[config.mk]
export PLATFORM = sky130hd
export DESIGN_NAME = pm_top
export DESIGN_NICKNAME = d
export VERILOG_FILES = /design/src/design/pm_pkg.sv /design/src/design/pm_dec_if.sv /design/src/design/cycle_sequencer.sv /design/src/design/instr_decode.sv /design/src/design/pm_top.sv /design/src/design/write_control.sv
export VERILOG_INCLUDE_DIRS = /design/src /design/src/design
export SDC_FILE = /design/constraint.sdc
export NUM_CORES = 1
export LEC_CHECK = 0
export BUFFER_PORTS_ARGS = -buffer_cell sky130_fd_sc_hd__buf_2
export CAP_MARGIN = 30
export CORE_ASPECT_RATIO = 0.8
export CORE_MARGIN = 2
export CORE_UTILIZATION = 55
export DETAILED_ROUTE_END_ITERATION = 8
export GPL_TIMING_DRIVEN = 0
export PLACE_DENSITY = 0.88
export SLEW_MARGIN = 20
export SYNTH_ARGS = -nofsm -noshare
export SYNTH_HDL_FRONTEND = slang
export SYNTH_SLANG_ARGS = --single-unit
[constraint.sdc]
create_clock -name setwp -period 11 [get_ports setwp]
set_clock_uncertainty 0.2 [all_clocks]
set_input_delay 1.1 -clock setwp [delete_from_list [all_inputs] [get_ports setwp]]
set_output_delay 1.1 -clock setwp [all_outputs]
set_load 0.005 [all_outputs]
[src/design/pm_defines.svh]
// opcode numbers and field widths for the microinstruction sequencer
// include wherever opcodes, word size or the premodification limit are needed
`ifndef PM_DEFINES_SVH
`define PM_DEFINES_SVH

// data path and instruction word size
`define PM_WORD 16

// field widths of the instruction word, msb first
`define PM_OP_BITS  6
`define PM_REG_BITS 3
`define PM_T_BITS   7

// opcode numbers
`define PM_OP_LW  6'o20
`define PM_OP_LF  6'o27
`define PM_OP_AWT 6'o40
`define PM_OP_UJ  6'o70
`define PM_OP_MD  6'o72

// premodifications allowed before the next MD is refused
`define PM_MC_MAX 3

`endif

[src/design/pm_pkg.sv]
// shared types of the sequencer
// instruction word views, cycle states and opcode classes
`include "pm_defines.svh"

package pm_pkg;

	// one instruction word, read either in normal or in short-argument layout
	typedef union packed {
		struct packed {
			logic [`PM_OP_BITS-1:0]  opcode;
			logic                    d;
			logic [`PM_REG_BITS-1:0] a;
			logic [`PM_REG_BITS-1:0] b;
			logic [`PM_REG_BITS-1:0] c;
		} n;
		struct packed {
			logic [`PM_OP_BITS-1:0]  opcode;
			logic [`PM_REG_BITS-1:0] a;
			logic [`PM_T_BITS-1:0]   t;
		} s;
	} pm_instr_u;

	// cycle states
	typedef enum logic [2:0] {
		S_IDLE,
		S_P1,
		S_P5,
		S_W,
		S_DONE
	} pm_state_e;

	// opcode classes after decode
	typedef enum logic [2:0] {
		CL_MD,
		CL_LOAD,
		CL_SHORT_ADD,
		CL_JUMP,
		CL_GROUP,
		CL_ILLEGAL
	} pm_class_e;

endpackage

[src/design/pm_dec_if.sv]
// decoded instruction bus between the decode, execute and result stages
// decode drives it, execute reads all of it, result reads what it writes back
interface pm_dec_if;
	import pm_pkg::*;

	// one-cycle strobe, the other fields hold until the next word
	logic        valid;
	pm_class_e   cls;
	logic [2:0]  areg;
	// effective argument, premodification already added
	logic [15:0] arg;
	// group length, A+1
	logic [2:0]  count;

	modport dec (
		output valid, cls, areg, arg, count
	);

	modport exe (
		input valid, cls, areg, arg, count
	);

	modport res (
		input cls, areg, arg
	);

endinterface

[src/design/cycle_sequencer.sv]
// execute stage of the sequencer
// walks the cycle states for each decoded word, runs the group step loop
// and keeps the premodification counter with its pending sum
`include "pm_defines.svh"

module cycle_sequencer (
	input  logic        setwp,
	input  logic        __m77,
	pm_dec_if.exe       dec,
	output logic        busy,
	output logic [2:0]  step,
	output logic        wr_stb,
	output logic        done,
	output logic        illegal,
	output logic [1:0]  mc,
	output logic [15:0] premod_sum
);
	import pm_pkg::*;

	pm_state_e  state_q;
	pm_state_e  state;
	pm_state_e  state_nx;
	logic [2:0] last_step;
	logic       md_full;
	logic       finish;

	// the cycle with a fresh word on the bus is the argument resolve cycle
	assign state = (state_q == S_IDLE && dec.valid) ? S_P1 : state_q;

	// count is A+1 modulo 8, so A=7 still ends on step 7
	assign last_step = dec.count - 3'd1;
	assign md_full   = (mc == 2'(`PM_MC_MAX));

	always_comb begin
		state_nx = state;
		case (state)
			S_IDLE: state_nx = S_IDLE;
			S_P1:   state_nx = (dec.cls == CL_GROUP) ? S_W : S_P5;
			S_P5:   state_nx = S_DONE;
			S_W: begin
				if (step == last_step)
					state_nx = S_DONE;
			end
			S_DONE: state_nx = S_IDLE;
			default: state_nx = S_IDLE;
		endcase
	end

	// edge on which done rises
	assign finish = (state != S_DONE) && (state_nx == S_DONE);

	always_ff @(posedge setwp or posedge __m77) begin
		if (__m77) begin
			state_q    <= S_IDLE;
			step       <= 3'd0;
			illegal    <= 1'b0;
			mc         <= 2'd0;
			premod_sum <= 16'd0;
		end else begin
			state_q <= state_nx;

			if (state == S_W && state_nx == S_W)
				step <= step + 3'd1;
			else
				step <= 3'd0;

			illegal <= finish &&
				(dec.cls == CL_ILLEGAL || (dec.cls == CL_MD && md_full));

			// arg of an MD already holds the old sum plus its own argument
			if (finish) begin
				if (dec.cls == CL_MD) begin
					if (!md_full) begin
						mc         <= mc + 2'd1;
						premod_sum <= dec.arg;
					end
				end else begin
					mc         <= 2'd0;
					premod_sum <= 16'd0;
				end
			end
		end
	end

	assign busy = (state == S_P1) || (state == S_P5) || (state == S_W);
	assign done = (state_q == S_DONE);

	// single write in P5, one write per group step
	assign wr_stb = (state == S_W) ||
		(state == S_P5 &&
			(dec.cls == CL_LOAD || dec.cls == CL_SHORT_ADD || dec.cls == CL_JUMP));

	// P1 only lasts while valid is up, it is never held in the register
	a_state_legal: assert property (
		@(posedge setwp) disable iff (__m77)
		state_q inside {S_IDLE, S_P5, S_W, S_DONE}
	);

	// a full counter is only left when a word other than MD finishes
	a_mc_no_wrap: assert property (
		@(posedge setwp) disable iff (__m77)
		($past(mc) == 2'(`PM_MC_MAX) && mc != 2'(`PM_MC_MAX)) |->
			$past(finish && dec.cls != CL_MD)
	);

endmodule

[src/design/instr_decode.sv]
// decode stage of the sequencer
// captures a strobed word and its operand, then one edge later presents
// class, register field, effective argument and group count on the bus
`include "pm_defines.svh"

module instr_decode (
	input  logic        setwp,
	input  logic        __m77,
	input  logic        instr_stb,
	input  logic [15:0] instr,
	input  logic [15:0] operand,
	input  logic [15:0] premod_sum,
	input  logic        busy,
	pm_dec_if.dec       dec
);
	import pm_pkg::*;

	logic        pend_q;
	pm_instr_u   ir_q;
	logic [15:0] opr_q;
	logic        accept;
	pm_class_e   cls_c;
	logic        short_c;
	logic [2:0]  areg_c;
	logic [15:0] base_c;

	// drop strobes while executing or while a word waits for decode
	assign accept = instr_stb && !busy && !pend_q;

	always_ff @(posedge setwp or posedge __m77) begin
		if (__m77) begin
			pend_q    <= 1'b0;
			dec.valid <= 1'b0;
		end else begin
			pend_q    <= accept;
			dec.valid <= pend_q;
		end
	end

	always_ff @(posedge setwp) begin
		if (accept) begin
			ir_q  <= instr;
			opr_q <= operand;
		end
		if (pend_q) begin
			dec.cls   <= cls_c;
			dec.areg  <= areg_c;
			dec.arg   <= base_c + premod_sum;
			dec.count <= areg_c + 3'd1;
		end
	end

	// opcode field sits in the same place in both layouts
	always_comb begin
		case (ir_q.n.opcode)
			`PM_OP_LW:  cls_c = CL_LOAD;
			`PM_OP_AWT: cls_c = CL_SHORT_ADD;
			`PM_OP_UJ:  cls_c = CL_JUMP;
			`PM_OP_LF:  cls_c = CL_GROUP;
			`PM_OP_MD:  cls_c = CL_MD;
			default:    cls_c = CL_ILLEGAL;
		endcase
	end

	// AWT and UJ carry T in the word, the rest take the operand word
	assign short_c = (cls_c == CL_SHORT_ADD) || (cls_c == CL_JUMP);
	assign areg_c  = short_c ? ir_q.s.a : ir_q.n.a;
	assign base_c  = short_c ?
		{{(`PM_WORD - `PM_T_BITS){ir_q.s.t[`PM_T_BITS-1]}}, ir_q.s.t} : opr_q;

	// a word only reaches the bus if the sequencer was idle when it was taken
	a_valid_when_idle: assert property (
		@(posedge setwp) disable iff (__m77)
		$rose(dec.valid) |-> $past(!busy, 2)
	);

endmodule

[src/design/pm_top.sv]
// top level of the microinstruction sequencer
// words enter on instr_stb with their operand, writes leave as strobes
// on the register-file and instruction-counter ports
module pm_top (
	input  logic        setwp,
	input  logic        __m77,
	input  logic        instr_stb,
	input  logic [15:0] instr,
	input  logic [15:0] operand,
	output logic        busy,
	output logic        reg_we,
	output logic [2:0]  reg_sel,
	output logic [15:0] reg_data,
	output logic        ic_we,
	output logic [15:0] ic_data,
	output logic        done,
	output logic        illegal,
	output logic [1:0]  mc
);

	pm_dec_if dec_bus ();

	logic [15:0] premod_sum;
	logic [2:0]  step;
	logic        wr_stb;

	instr_decode u_decode (
		.setwp(setwp), .__m77(__m77), .instr_stb(instr_stb), .instr(instr),
		.operand(operand), .premod_sum(premod_sum), .busy(busy), .dec(dec_bus.dec)
	);

	cycle_sequencer u_sequencer (
		.setwp(setwp), .__m77(__m77), .dec(dec_bus.exe), .busy(busy), .step(step),
		.wr_stb(wr_stb), .done(done), .illegal(illegal), .mc(mc),
		.premod_sum(premod_sum)
	);

	write_control u_write (
		.setwp(setwp), .__m77(__m77), .dec(dec_bus.res), .step(step), .wr_stb(wr_stb),
		.reg_we(reg_we), .reg_sel(reg_sel), .reg_data(reg_data), .ic_we(ic_we),
		.ic_data(ic_data)
	);

endmodule

[src/design/write_control.sv]
// result stage of the sequencer
// turns the execute write strobe into registered register-file and IC writes
// with select and data chosen by the opcode class
module write_control (
	input  logic        setwp,
	input  logic        __m77,
	pm_dec_if.res       dec,
	input  logic [2:0]  step,
	input  logic        wr_stb,
	output logic        reg_we,
	output logic [2:0]  reg_sel,
	output logic [15:0] reg_data,
	output logic        ic_we,
	output logic [15:0] ic_data
);
	import pm_pkg::*;

	logic group_c;
	logic to_reg;
	logic to_ic;

	assign group_c = (dec.cls == CL_GROUP);
	assign to_reg  = wr_stb &&
		(dec.cls == CL_LOAD || dec.cls == CL_SHORT_ADD || group_c);
	assign to_ic   = wr_stb && (dec.cls == CL_JUMP);

	always_ff @(posedge setwp or posedge __m77) begin
		if (__m77) begin
			reg_we <= 1'b0;
			ic_we  <= 1'b0;
		end else begin
			reg_we <= to_reg;
			ic_we  <= to_ic;
		end
	end

	// group writes walk the register file from reg 0 upward
	always_ff @(posedge setwp) begin
		if (to_reg) begin
			reg_sel  <= group_c ? step : dec.areg;
			reg_data <= group_c ? dec.arg + {13'd0, step} : dec.arg;
		end
		if (to_ic)
			ic_data <= dec.arg;
	end

	a_one_target: assert property (
		@(posedge setwp) disable iff (__m77)
		!(reg_we && ic_we)
	);

endmodule

* Word-level counts from Yosys, hierarchy flattened
Cells that the tools add are included.
Word-level totals: output and inout bits 42, input port bits 35, register bits after elaboration 121
Cells by class: reduce and logical (&&, ||, !) cells 23, add/sub/neg operators 6, mux-type cells 14, equality and inequality tests 22
Operators by type and width (number):
- two-way mux 16 bit | 4
- equality test 3 x 2 -> 1 bit (second input constant) | 7
- equality test 6 bit (second input constant) | 3
- adder 16 bit | 1
- adder 16 x 3 -> 16 bit | 1
- two-way mux 3 bit | 5
- case mux 3 bit (5 select lines) | 1
- equality test 3 bit (second input constant) | 4
- equality test 6 x 5 -> 1 bit (second input constant) | 2
- logical AND 1 bit | 10
- case mux 3 bit (3 select lines) | 1
- logical OR 1 bit | 8
- adder 3 x 1 -> 3 bit (second input constant) | 2
- equality test 3 x 1 -> 1 bit (second input constant) | 2
- logical NOT 3 bit | 2
- two-way mux 2 bit | 2
- equality test 3 bit | 1
- inequality test 3 bit (second input constant) | 1
- subtractor 3 x 1 -> 3 bit (second input constant) | 1
- adder 2 x 1 -> 2 bit (second input constant) | 1
- equality test 2 bit (second input constant) | 1
- logical NOT 1 bit | 2
- inequality test 2 bit (second input constant) | 1
- AND reduction 2 bit | 1
- two-way mux 1 bit | 1

* Depth between registers and ports, before layout
Gate-level depths: netlist of the first run.
depth after elaboration 9, depth in mapped cells 14, depth with buffers taken out 13

* Cells and area by module
From an unflattened synthesis of the first run, not the netlist that was laid out.
Unflattened totals: cell total of the unflattened synthesis 370, area, all modules 5427.7 µm²
Modules (own cells, without submodules):
- instr_decode | area an instance 2788.9 µm², instances 1, cells an instance 184, seq. area each 1761.7 µm²
- write_control | area an instance 1561.5 µm², instances 1, cells an instance 104, seq. area each 1101.1 µm²
- cycle_sequencer | area an instance 1077.3 µm², instances 1, cells an instance 82, seq. area each 625.6 µm²

* Worst setup path before layout of the first run
OpenSTA, ideal clock, no wires.
path type in2reg, start point input instr_stb, end point register u_decode.ir_q[0] (netlist bit), enable pin, path slack 6.818 ns, setup time 0.470 ns, stages on the path 1, required time 10.330 ns, arrival 3.512 ns, path through nor3b_1
Between the ends: cells in the longest elaborated chain, start to end 2
Ends and longest elaborated chain:
- start, declared | RTL line pm_top.sv:7 | input logic instr_stb,
- logical AND 1 bit (2 in series) | RTL line instr_decode.sv:28 | assign accept = instr_stb && !busy && !pend_q;
- end signal, assigned | RTL line instr_decode.sv:42 | ir_q <= instr;
- end, declared | RTL line instr_decode.sv:19 | pm_instr_u ir_q;
Every way passes these cells. A chain may end at the register's enable or synchronous reset.

* Final worst setup path of the first run
start point register u_decode.ir_q[12] (netlist bit), end point register u_decode.dec.arg[14], data pin
Between the ends: cells in the longest elaborated chain, start to end 6, elaborated cells on any way between the ends 11, classes of those cells add/sub: 1; eq/ne: 7; mux: 2; reduce/logical: 1
Ends and longest elaborated chain:
- equality test 6 bit / equality test 6 x 5 -> 1 bit (equally long branches) | RTL line instr_decode.sv:55 | case (ir_q.n.opcode)
- case mux 3 bit (5 select lines) * | RTL line instr_decode.sv:55
- equality test 3 x 2 -> 1 bit | RTL line instr_decode.sv:66 | assign short_c = (cls_c == CL_SHORT_ADD) || (cls_c == CL_JUMP);
- logical OR 1 bit * | RTL line instr_decode.sv:66
- two-way mux 16 bit * | RTL line instr_decode.sv:68 | assign base_c = short_c ?
- adder 16 bit * | RTL line instr_decode.sv:48 | dec.arg <= base_c + premod_sum;
- end signal, assigned | RTL line instr_decode.sv:48
- end, declared | RTL line pm_dec_if.sv:16 | output valid, cls, areg, arg, count
Every way passes the cells marked *; elsewhere a longest branch is shown, timed or not.

==> out/metrics.cfg, run 1 <==
[timing]
clock.fmax_ghz = 0.2679
rsz0062_at_grt = false
layout_min_cycle_time_ps = 3733
finalSetupViolations = 0
finalCritPeriodShare = 0.3393
drv_slew = 0
tns_ps = 0
final_hold_viol_count = 0
worstMarginPinSlew_ps = 970.5
relSlewSlack = 0.3530

[setup_path]
crit_top_cell = nand2_1
crit_path_cell_trace = nor3b_2, nand3b_1, clkbuf_1, buf_2, nand2_1, nand2_1, ha_1, fa_1, a21oi_1, o21ai_0, a31oi_1, o21a_1, o31ai_1, o21bai_1
required_ps = 10960
worstPathArrival_ps = 3700
setup.worst_path.end_class = register
path_class = reg -> reg
worstRegToRegCells = 14
cpMaxStageDelayCell = edfxtp_1
cpPeakStageDelay_ps = 420
start_kind = register
worstPathMaxFanout = 10

[clock_network]
post_cts_resized = 0
clock_path_buffers = 2
clockRootBuffer = clkbuf_16
cts.clk_slew.worst_paths_ps = 60
cts_tree = built
clock-sinks = 121
clk_latency_ps = 420
post-cts-setup-buffer-count = 0
postCtsHoldBufs = 0
htreeDepth = 4
numCtsBuffers = 17

[drt]
vias_per_cell = 5.305
post_drt_wl_per_cell_um = 15.62
drtPass1Iterations = 4
drt.antenna.violating_nets = 0
vias = 3618
drc = 0
finalWirelength_mm = 10.65
drtIter0Drc = 265

[floorplan]
start_util = 0.5676
die-area_um2 = 10780
ioPinCount = 77
core_area_um2 = 9649
chipWidth_um = 115.6
core.rowCount = 32
die_y_um = 93.25

[logic_synthesis]
syn_inst = 434
synth.area.mux_share = 0.003655
synth-seq-area-share = 0.6370
synth-xor-area-share = 0.05689
syn_nets = 494
synthAdderAreaFrac = 0.05986
synth_cell_types = 47
synth_top_cell_by_area = edfxtp_1
ys_ff_latch = 121
synthArstFlopShare = 0.2397
synth-simple-area-share = 0.1245
syn_avg_cell_area_um2 = 12.62
yosys-top-cells-area = edfxtp_1 (50%), dfrtp_1 (13%), ha_1 (5.3%)
synth_top_area_frac = 0.5045
synth_flop_cell = edfxtp_1
synth_top_family_by_area = simple AND/OR/NAND/NOR gates
synth_area_um2 = 5477
yosys_warnings = 0
synth_compound_area_frac = 0.08705
synth-edff-count = 92

[global_routing]
grt.overflow.total = 0
antenna_found_initial = 0
grt_usage = 0.2180
grt_pass1_wl_mm = 17.66
grt_pass1_vias = 3599
grt_max_degree = 28

[run]
drv_cap = 0

[power_and_ir_drop]
intPower_mw = 1.072
powerDensity_nw_per_um2 = 227.0
switching_power_uw = 448.2
ir_drop_mv = 0.1355
pwr-share-clk = 0.373
pwr-share-comb = 0.178
seqPwrFrac = 0.449
power.leakage_nw = 2.809
sw_frac_of_total = 0.2949

[placed_design]
place.gp.congestion = 0.8213
hpwl_mm = 7.450
port_buffers = 76
placed_cell_area_um2 = 6075

[cells_and_area]
drive_gt1_frac = 0.2381
diodes = 0
fillers = 638
fin_area_um2 = 6696
areaGrowthSynthToFinish_pct = 22.28
finalNetCount = 593

[hold_path]
hp-class = reg -> reg
holdPathStages = 1

[run_status]
status = complete, no violations

[routing by layer]
metal | vias up | GRT usage | wire length [um] | share of wire
met5 | - | 0 | 0 | 0
met4 | 0 | 0.07329 | 142 | 0.013
met3 | 15 | 0.06546 | 737 | 0.069
met2 | 142 | 0.3260 | 4725 | 0.44
met1 | 1701 | 0.3067 | 5046 | 0.47
li1 | 1760 | - | - | -
[cells in the final DEF (no fill, tap or decap), types with 17 or more instances in the layout]
cell       netlist  routed
xnor2_1         19      19
buf_2            2      78
nand2_1         49      49
ha_1            23      23
dfrtp_1         29      29
inv_1           30      30
clkbuf_16        0      17
edfxtp_1        92      92
o21ai_0         29      29
a21oi_1         18      18
nor2_1          20      20
nand3_1         23      23
[cell usage after synthesis, types with 2 or more instances]
library cell	count
a211oi_2	2
a21o_1	13
a21oi_1	18
a31oi_1	3
and3_1	4
buf_2	2
buf_6	2
clkbuf_1	3
clkbuf_2	2
dfrtp_1	29
edfxtp_1	92
fa_1	2
ha_1	23
inv_1	30
mux2i_1	2
nand2_1	49
nand3_1	23
nand3b_1	4
nand4_1	3
nor2_1	20
nor2b_1	9
nor3_1	8
nor3b_1	5
o21a_1	2
o21ai_0	29
or3_1	3
xnor2_1	19
xor2_1	14
[per-stage QoR]
stage | instances | power (mW) | hold WS [ps] | setup slack, ps | utilization
floorplan | 434 | 0.8593 | 249.6 | 6818 | -
global placement | 646 | 0.9267 | 286.5 | 6052 | 0.6246
detailed placement | 649 | 0.9497 | 308.7 | 7330 | 0.6295
CTS | 681 | 1.518 | 326.9 | 7271 | 0.6924
global route | 682 | 1.587 | 347.4 | 7022 | 0.6940
finish | 682 | 1.520 | 321.1 | 7267 | 0.6940
[final timing paths]
kind / start / to / slack, ps
hold reg to reg: u_sequencer.mc[0]$_DFFE_PP0P_ / u_sequencer.mc[0]$_DFFE_PP0P_ / 320
max in group asynchronous: __m77 / u_sequencer.premod_sum[5]$_DFFE_PP0P_ / 9600
min in group asynchronous: __m77 / u_sequencer.premod_sum[11]$_DFFE_PP0P_ / 520
setup reg to reg: u_decode.ir_q[12]$_DFFE_PP_ / u_decode.dec.arg[14]$_DFFE_PP_ / 7270
setup / recovery: u_decode.ir_q[12]$_DFFE_PP_ / u_decode.dec.arg[14]$_DFFE_PP_ / 7270
hold / removal: u_sequencer.mc[0]$_DFFE_PP0P_ / u_sequencer.mc[0]$_DFFE_PP0P_ / 320
[cell type report]
cell class	count	area, um2	area share
Buffer	9	53.80	0.008034
Clock buffer	17	425.4	0.06353
Clock inverter	15	181.4	0.02709
Inverter	31	116.4	0.01738
Multi-Input combinational cell	273	1823	0.2722
Sequential cell	121	3488	0.5209
Tap cell	136	170.2	0.02541
Timing Repair Buffer	80	437.9	0.06540
[logic make-up (layout without fill, tap and decap cells)]
group	after synthesis	after routing
AO/OA/AOI/OAI	76	76
XOR/XNOR	34	34
adder cells (fa/ha/maj)	25	25
buffers and inverters	40	152
flip-flops	121	121
multiplexers	2	2
AND/OR/NAND/NOR	136	136
[state kept, by name, indices dropped and copies added (netlist names)]
register                flops
u_write.ic_we               1
u_decode.dec.cls            3
u_decode.dec.arg           16
u_decode.pend_q             1
u_write.reg_data           16
u_sequencer.mc              2
u_sequencer.step            3
u_write.reg_sel             3
u_decode.dec.count          3
u_sequencer.premod_sum     16
u_decode.ir_q              16
u_write.ic_data            16
u_decode.dec.valid          1
u_decode.opr_q             16
u_write.reg_we              1
u_sequencer.illegal         1
u_sequencer.state_q         3
u_decode.dec.areg           3
[worst max-delay path, delay by kind of cell (launching register included)]
family                   cells  cell delay (ps)
AND/OR/NAND/NOR              4              590
flip-flops                   1              420
adder cells (fa/ha/maj)      2              620
AO/OA/AOI/OAI                6             1140
buffers and inverters        2              510
[power by group through the flow]
stage	logic (mW)	registers [mW]	clock network (mW)
floorplan	0.182	0.677	0
global placement	0.229	0.698	0
detailed placement	0.250	0.700	0
CTS	0.254	0.692	0.572
global route	0.301	0.692	0.593
finish	0.271	0.682	0.567
No activity file was read; power rests on OpenSTA's default activity.
==> run 2: changes to the inputs <==
Settings changed: CORE_UTILIZATION 55 to 52, PLACE_DENSITY 0.88 to 0.87.
Clock period 11 ns to 3.26 ns, I/O delays scaled along.
==> run 2 against run 1 <==
Sequential power grew to 3.4 times the previous value. Highest routed layer unchanged. Cell count is 8.5% higher. Power grew to 3.6 times the previous value. Combinational power rose to 4.0 times the previous value. Fmax increased by 15%. Worst hold slack got worse by 230 ps. Sequential share of layout area is 5.2 points lower. Largest power group unchanged. Clock power rose to 3.6 times the previous value. Core utilization grew 3.2 points. Setup slack got worse by 7300 ps. Cell area rose by 11%. Non-clock buffer count is 54 higher.
==> out/metrics.cfg, run 2 (same netlist as run 1, synthesis figures left out) <==
[timing]
rsz0062_at_grt = true
relSlewSlack = 0.4191
finalSetupViolations = 0
layout_min_cycle_time_ps = 3249
worstMarginPinSlew_ps = 871.4
final_hold_viol_count = 0
clock.fmax_ghz = 0.3078
tns_ps = 0
drv_slew = 0
finalCritPeriodShare = 0.9965

[floorplan]
die-area_um2 = 11370
chipWidth_um = 118.7
die_y_um = 95.79
start_util = 0.5348
core.rowCount = 33
ioPinCount = 77
core_area_um2 = 10240

[global_routing]
grt_pass1_wl_mm = 18.72
antenna_found_initial = 0
grt_usage = 0.2182
grt_pass1_vias = 3794
grt.overflow.total = 0
grt_max_degree = 21

[clock_network]
cts.clk_slew.worst_paths_ps = 50
clk_latency_ps = 410
clock-sinks = 121
numCtsBuffers = 17
htreeDepth = 4
clockRootBuffer = clkbuf_16
clock_path_buffers = 2
cts_tree = built

[setup_path]
worstPathMaxFanout = 9
setup.worst_path.end_class = register
required_ps = 3210
worstPathArrival_ps = 3200
path_class = reg -> reg
start_kind = register

[drt]
wl_met1_mm = 5.319
drc = 0
wl_met2_mm = 6.129
post_drt_wl_per_cell_um = 16.85
dr_wl_met3_um = 770
topRoutingLayerUsed = met4
vias_per_cell = 5.322
finalWirelength_mm = 12.47
drtPass1Iterations = 5
drt.antenna.violating_nets = 0
vias = 3938
drtIter0Drc = 268

[cells_and_area]
drive_gt1_frac = 0.2833
final_common_cell = edfxtp_1
diodes = 0
fillers = 649
finalNetCount = 647
areaGrowthSynthToFinish_pct = 35.71
layout_common_cells = edfxtp_1 (92), buf_2 (77), nand2_1 (45)

[placed_design]
place.gp.congestion = 0.8293
port_buffers = 76
hpwl_mm = 7.613

[run_status]
status = complete, no violations

[power_and_ir_drop]
fin_total_pwr_mw = 5.477
power.leakage_nw = 3.102
powerDensity_nw_per_um2 = 736.9
ir_drop_mv = 0.4398

[hold_path]
hp-class = in -> reg

[run]
drv_cap = 0

## run 2: cell types whose count changed in the layout (fill, tap and decap cells not counted), sizes merged
cell,delta
inv,-7
clkbuf,+4
buf,+21
bufinv,+3
dlygate4sd3,+33
## run 2: repair_timing
action,CTS,global route
hold buffers,33,0
hold endpoints to repair,44,0
gates resized for setup,14,27
setup endpoints to repair,10,8
setup buffers,10,12
pin swaps,6,17
## run 2: layer usage
| metal | track usage | up-vias |
|---|---|---|
| met3 | 0.04976 | 19 |
| li1 | - | 1860 |
| met4 | 0.08730 | 0 |
| met5 | 0 | - |
| met2 | 0.3602 | 183 |
| met1 | 0.2850 | 1876 |
## run 2: critical path: stages (launching register included)
cell and delay (ps):
edfxtp_1 420, nor3b_2 230, nand3b_1 150, buf_4 160, buf_4 140, inv_6 80
nand2_1 80, nand2_2 100, ha_1 250, a21oi_2 240, nor3b_4 90, o31ai_4 290
nand3b_1 160, a211oi_2 270, xnor2_1 120
## run 2: per-stage QoR
step | hold WS (ps) | instance area [um2] | util | worst slack (ps) | instances
3_3_place_gp | 285.0 | 6037 | 0.5896 | -266.8 | 650
3_5_place_dp | 220.5 | 6097 | 0.5954 | -414.6 | 653
2_1_floorplan | 204.1 | 5482 | - | 67.93 | 434
5_1_grt | 94.77 | 7432 | 0.7258 | -127.1 | 740
6_report | 93.31 | 7432 | 0.7258 | 11.32 | 740
4_1_cts | 92.11 | 7204 | 0.7036 | 0.9872 | 728
## run 2: power by group
group	internal [mW]	leakage, nW	switching (mW)
clock network	1.40	0.314	0.661
registers	2.08	1.25	0.247
logic	0.487	1.54	0.605
total	3.96	3.10	1.51
## run 2: layout make-up
cell class | instances | area (um2) | area share
Sequential cell | 121 | 3488 | 0.4694
Multi-Input combinational cell | 273 | 1987 | 0.2673
Timing Repair Buffer | 134 | 933.4 | 0.1256
Clock buffer | 21 | 460.4 | 0.06195
Clock inverter | 11 | 192.7 | 0.02593
Tap cell | 140 | 175.2 | 0.02357
Inverter | 31 | 121.4 | 0.01633
Buffer | 9 | 73.82 | 0.009933
## run 2: final timing paths
| check | to | slack (ps) | cells past startpoint | start |
|---|---|---|---|---|
| max | u_decode.dec.arg[13]$_DFFE_PP_ | 10 | 14 | u_decode.ir_q[12]$_DFFE_PP_ |
| min | u_decode.pend_q$_DFF_PP0_ | 90 | 2 | instr_stb |
| max reg2reg | u_decode.dec.arg[13]$_DFFE_PP_ | 10 | 14 | u_decode.ir_q[12]$_DFFE_PP_ |
| min reg2reg | u_write.ic_data[12]$_DFFE_PP_ | 290 | 0 | u_decode.dec.arg[12]$_DFFE_PP_ |
| max in group asynchronous | u_sequencer.premod_sum[12]$_DFFE_PP0P_ | 2040 | 4 | __m77 |
| min in group asynchronous | u_sequencer.premod_sum[2]$_DFFE_PP0P_ | 320 | 3 | __m77 |
==> run 3: changes to the inputs <==
Settings changed: ABC_CLOCK_PERIOD_IN_PS set to 3910, CORE_UTILIZATION 52 to 55, PLACE_DENSITY 0.87 to 0.88, SYNTH_HIERARCHICAL set to 1.
Clock period 3.26 ns to 3.91 ns, I/O delays scaled along.
==> run 3 against run 2 <==
Non-clock buffer count fell by 20. Critical path depth fell by 3. Setup slack improved by 7.0 ps. Combinational power fell by 28%. Power fell by 23%. First-iteration DRC count rose by 18%. Clock-buffer cell count fell by 4. Clock power fell by 28%. Cell count fell by 14%. Sequential cell count did not move. Sequential power fell by 16%. Largest power group unchanged.
==> out/metrics.cfg, run 3 <==
[power_and_ir_drop]
power.leakage_nw = 3.021
fin_total_pwr_mw = 4.228
ir_drop_mv = 0.4158
powerDensity_nw_per_um2 = 607.6

[hold_path]
hp-class = in -> reg
holdCritStartpoint = instr_stb
hold_path_end = u_decode/pend_q$_DFF_PP0_
holdPathStages = 2

[clock_network]
cts_tree = built
htreeDepth = 4
clockRootBuffer = clkbuf_16
clock_path_buffers = 2
clock-sinks = 121
cts.clk_slew.worst_paths_ps = 60
numCtsBuffers = 17
clk_latency_ps = 410

[cells_and_area]
drive_gt1_frac = 0.2775
diodes = 0
areaGrowthSynthToFinish_pct = 28.19
layout_common_cells = edfxtp_1 (92), buf_2 (76), dlygate4sd3_1 (33)
layoutNonFillerInstCount = 638
final_common_cell = edfxtp_1
fin_area_um2 = 6958
finalNetCount = 566

[setup_path]
path_class = reg -> reg
cp_top_family = simple AND/OR/NAND/NOR gates
setup.worst_path.end_class = register
worstPathMaxFanout = 10
crit_path_cell_trace = or3b_4, or3_4, buf_6, mux2_2, ha_1, fa_2, a21o_1, a221oi_4, nand2_2, a221oi_2, xnor2_1
worstPathArrival_ps = 3840
regToRegEndpoint = u_decode/dec.arg[14]$_DFFE_PP_
cpMaxStageDelayCell = or3b_4
start_kind = register
cp.buffers_inverters = 1
cpPeakStageDelay_ps = 440
r2r_setup_slack_ps = 20
timing.rr.start = u_decode/ir_q[12]$_DFFE_PP_
worstRegToRegCells = 11
required_ps = 3860

[logic_synthesis]
synth_top_area_frac = 0.5090
synth_top_family_by_area = compound AO/OA/AOI/OAI gates
syn_nets = 430
synth-xor-area-share = 0.05924
synth-seq-area-share = 0.6427
synthArstFlopShare = 0.2397
yosys-top-cells-area = edfxtp_1 (51%), dfrtp_1 (13%), ha_1 (5.3%)
yosys_warnings = 6
yosysMostFrequentCell = edfxtp_1
synth_area_um2 = 5428
syn_inst = 370
synth_flop_cell = edfxtp_1
syn_avg_cell_area_um2 = 14.67
synth-simple-area-share = 0.09428
synth_top_cell_by_area = edfxtp_1
synthAdderAreaFrac = 0.06040
synth-edff-count = 92
synth.area.mux_share = 0.02236
synth_cell_types = 51
synth_compound_area_frac = 0.1051
ys_ff_latch = 121
synth_common_cells = edfxtp_1 (92), nand2_1 (31), dfrtp_1 (29), xnor2_1 (24), ha_1 (23)

[global_routing]
grt_max_degree = 28
antenna_found_initial = 0
grt_pass1_wl_mm = 17.28
grt.overflow.total = 0
grt_usage = 0.2158
grt_pass1_vias = 3411

[drt]
post_drt_wl_per_cell_um = 17.08
wl_met1_mm = 5.178
wl_met2_mm = 4.886
vias_per_cell = 5.603
drc = 0
dr_wl_met3_um = 699
topRoutingLayerUsed = met4
drt.antenna.violating_nets = 0
vias = 3575
finalWirelength_mm = 10.90
drtIter0Drc = 315
drtPass1Iterations = 5

[floorplan]
core.rowCount = 32
ioPinCount = 77
die-area_um2 = 10680
die_y_um = 92.86
start_util = 0.5648
core_area_um2 = 9609
chipWidth_um = 115.1

[timing]
finalSetupViolations = 0
drv_slew = 0
relSlewSlack = 0.4168
layout_min_cycle_time_ps = 3892
clock.fmax_ghz = 0.2570
worstMarginPinSlew_ps = 871.0
final_hold_viol_count = 0
finalCritPeriodShare = 0.9953

[run]
drv_cap = 0

[placed_design]
port_buffers = 76
dp.cells = 567
hpwl_mm = 6.976
placed_cell_area_um2 = 5977
place.gp.congestion = 0.9056

[run_status]
status = complete, no violations

==> run 3: final cells by class <==
cell class / count / area (um2)
plain buffers: 6 / 56.30
clock buffers: 17 / 425.4
clock inverters: 15 / 142.6
fillers: 593 / 2651
inverters: 8 / 30.03
multi-input cells: 235 / 1887
flip-flops and latches: 121 / 3490
well taps: 119 / 148.9
repair buffers: 117 / 778.2
==> run 3: repair_timing <==
action | 4_1_cts | 5_1_grt
hold buffers | 33 | 0
setup endpoints to repair | 3 | 4
pin swaps | 0 | 3
buffers inserted | 0 | 5
endpoints found under the hold margin | 36 | 0
resized for setup | 3 | 4
==> run 3: metrics by stage <==
step / hold WS (ps) / util / setup WS, ps / TNS (ps)
after detailed placement: 79.96 / 0.6220 / -140.3 / -273.5
after CTS: 186.4 / 0.7168 / 5.161 / 0
after global placement: 81.64 / 0.6199 / -754.8 / -24900
after global routing: 201.0 / 0.7241 / -50.98 / -91.39
after floorplan: -67.82 / - / 21.22 / 0
final: 193.0 / 0.7241 / 18.34 / 0
==> run 3: where the power goes <==
| group | switching (mW) | internal, mW | leakage [nW] | total, mW |
|---|---|---|---|---|
| Combinational | 0.415 | 0.365 | 1.50 | 0.780 |
| Clock | 0.608 | 0.886 | 0.274 | 1.49 |
| Sequential | 0.225 | 1.73 | 1.25 | 1.95 |
| Total | 1.25 | 2.98 | 3.02 | 4.23 |
==> run 3: cell families after synthesis <==
kind of cell,Yosys count
AOI/OAI and AO/OA,75
xor gates and xnor gates,35
adders and majority gates,25
buffers and inverters,14
DFF,121
muxes,11
and+or+nand+nor,89
==> run 3: worst reg2reg max path, cell delays in order, from the launching register on <==
cell	delay (ps)
edfxtp_1	420
or3b_4	440
or3_4	390
buf_6	160
mux2_2	300
ha_1	240
fa_2	380
a21o_1	220
a221oi_4	340
nand2_2	120
a221oi_2	310
xnor2_1	100
==> run 3: worst max-delay path by stage <==
stage / slack, ps / start / end / cells past startpoint
floorplan: 20 / u_decode/pend_q$_DFF_PP0_ / u_decode/ir_q[0]$_DFFE_PP_ / 1
global placement: -750 / u_decode/pend_q$_DFF_PP0_ / u_decode/opr_q[9]$_DFFE_PP_ / 1
detailed placement: -140 / u_decode/ir_q[10]$_DFFE_PP_ / u_decode/dec.arg[14]$_DFFE_PP_ / 11
CTS: 5 / u_decode/ir_q[10]$_DFFE_PP_ / u_decode/dec.arg[14]$_DFFE_PP_ / 11
global route: -50 / u_decode/ir_q[12]$_DFFE_PP_ / u_decode/dec.arg[14]$_DFFE_PP_ / 11
finish: 20 / u_decode/ir_q[12]$_DFFE_PP_ / u_decode/dec.arg[14]$_DFFE_PP_ / 11
==> run 3: metal layers <==
metal,up-vias,global-route usage
met1,1709,0.3112
met3,12,0.04712
li1,1687,-
met4,0,0.09137
met5,-,0
met2,167,0.3181
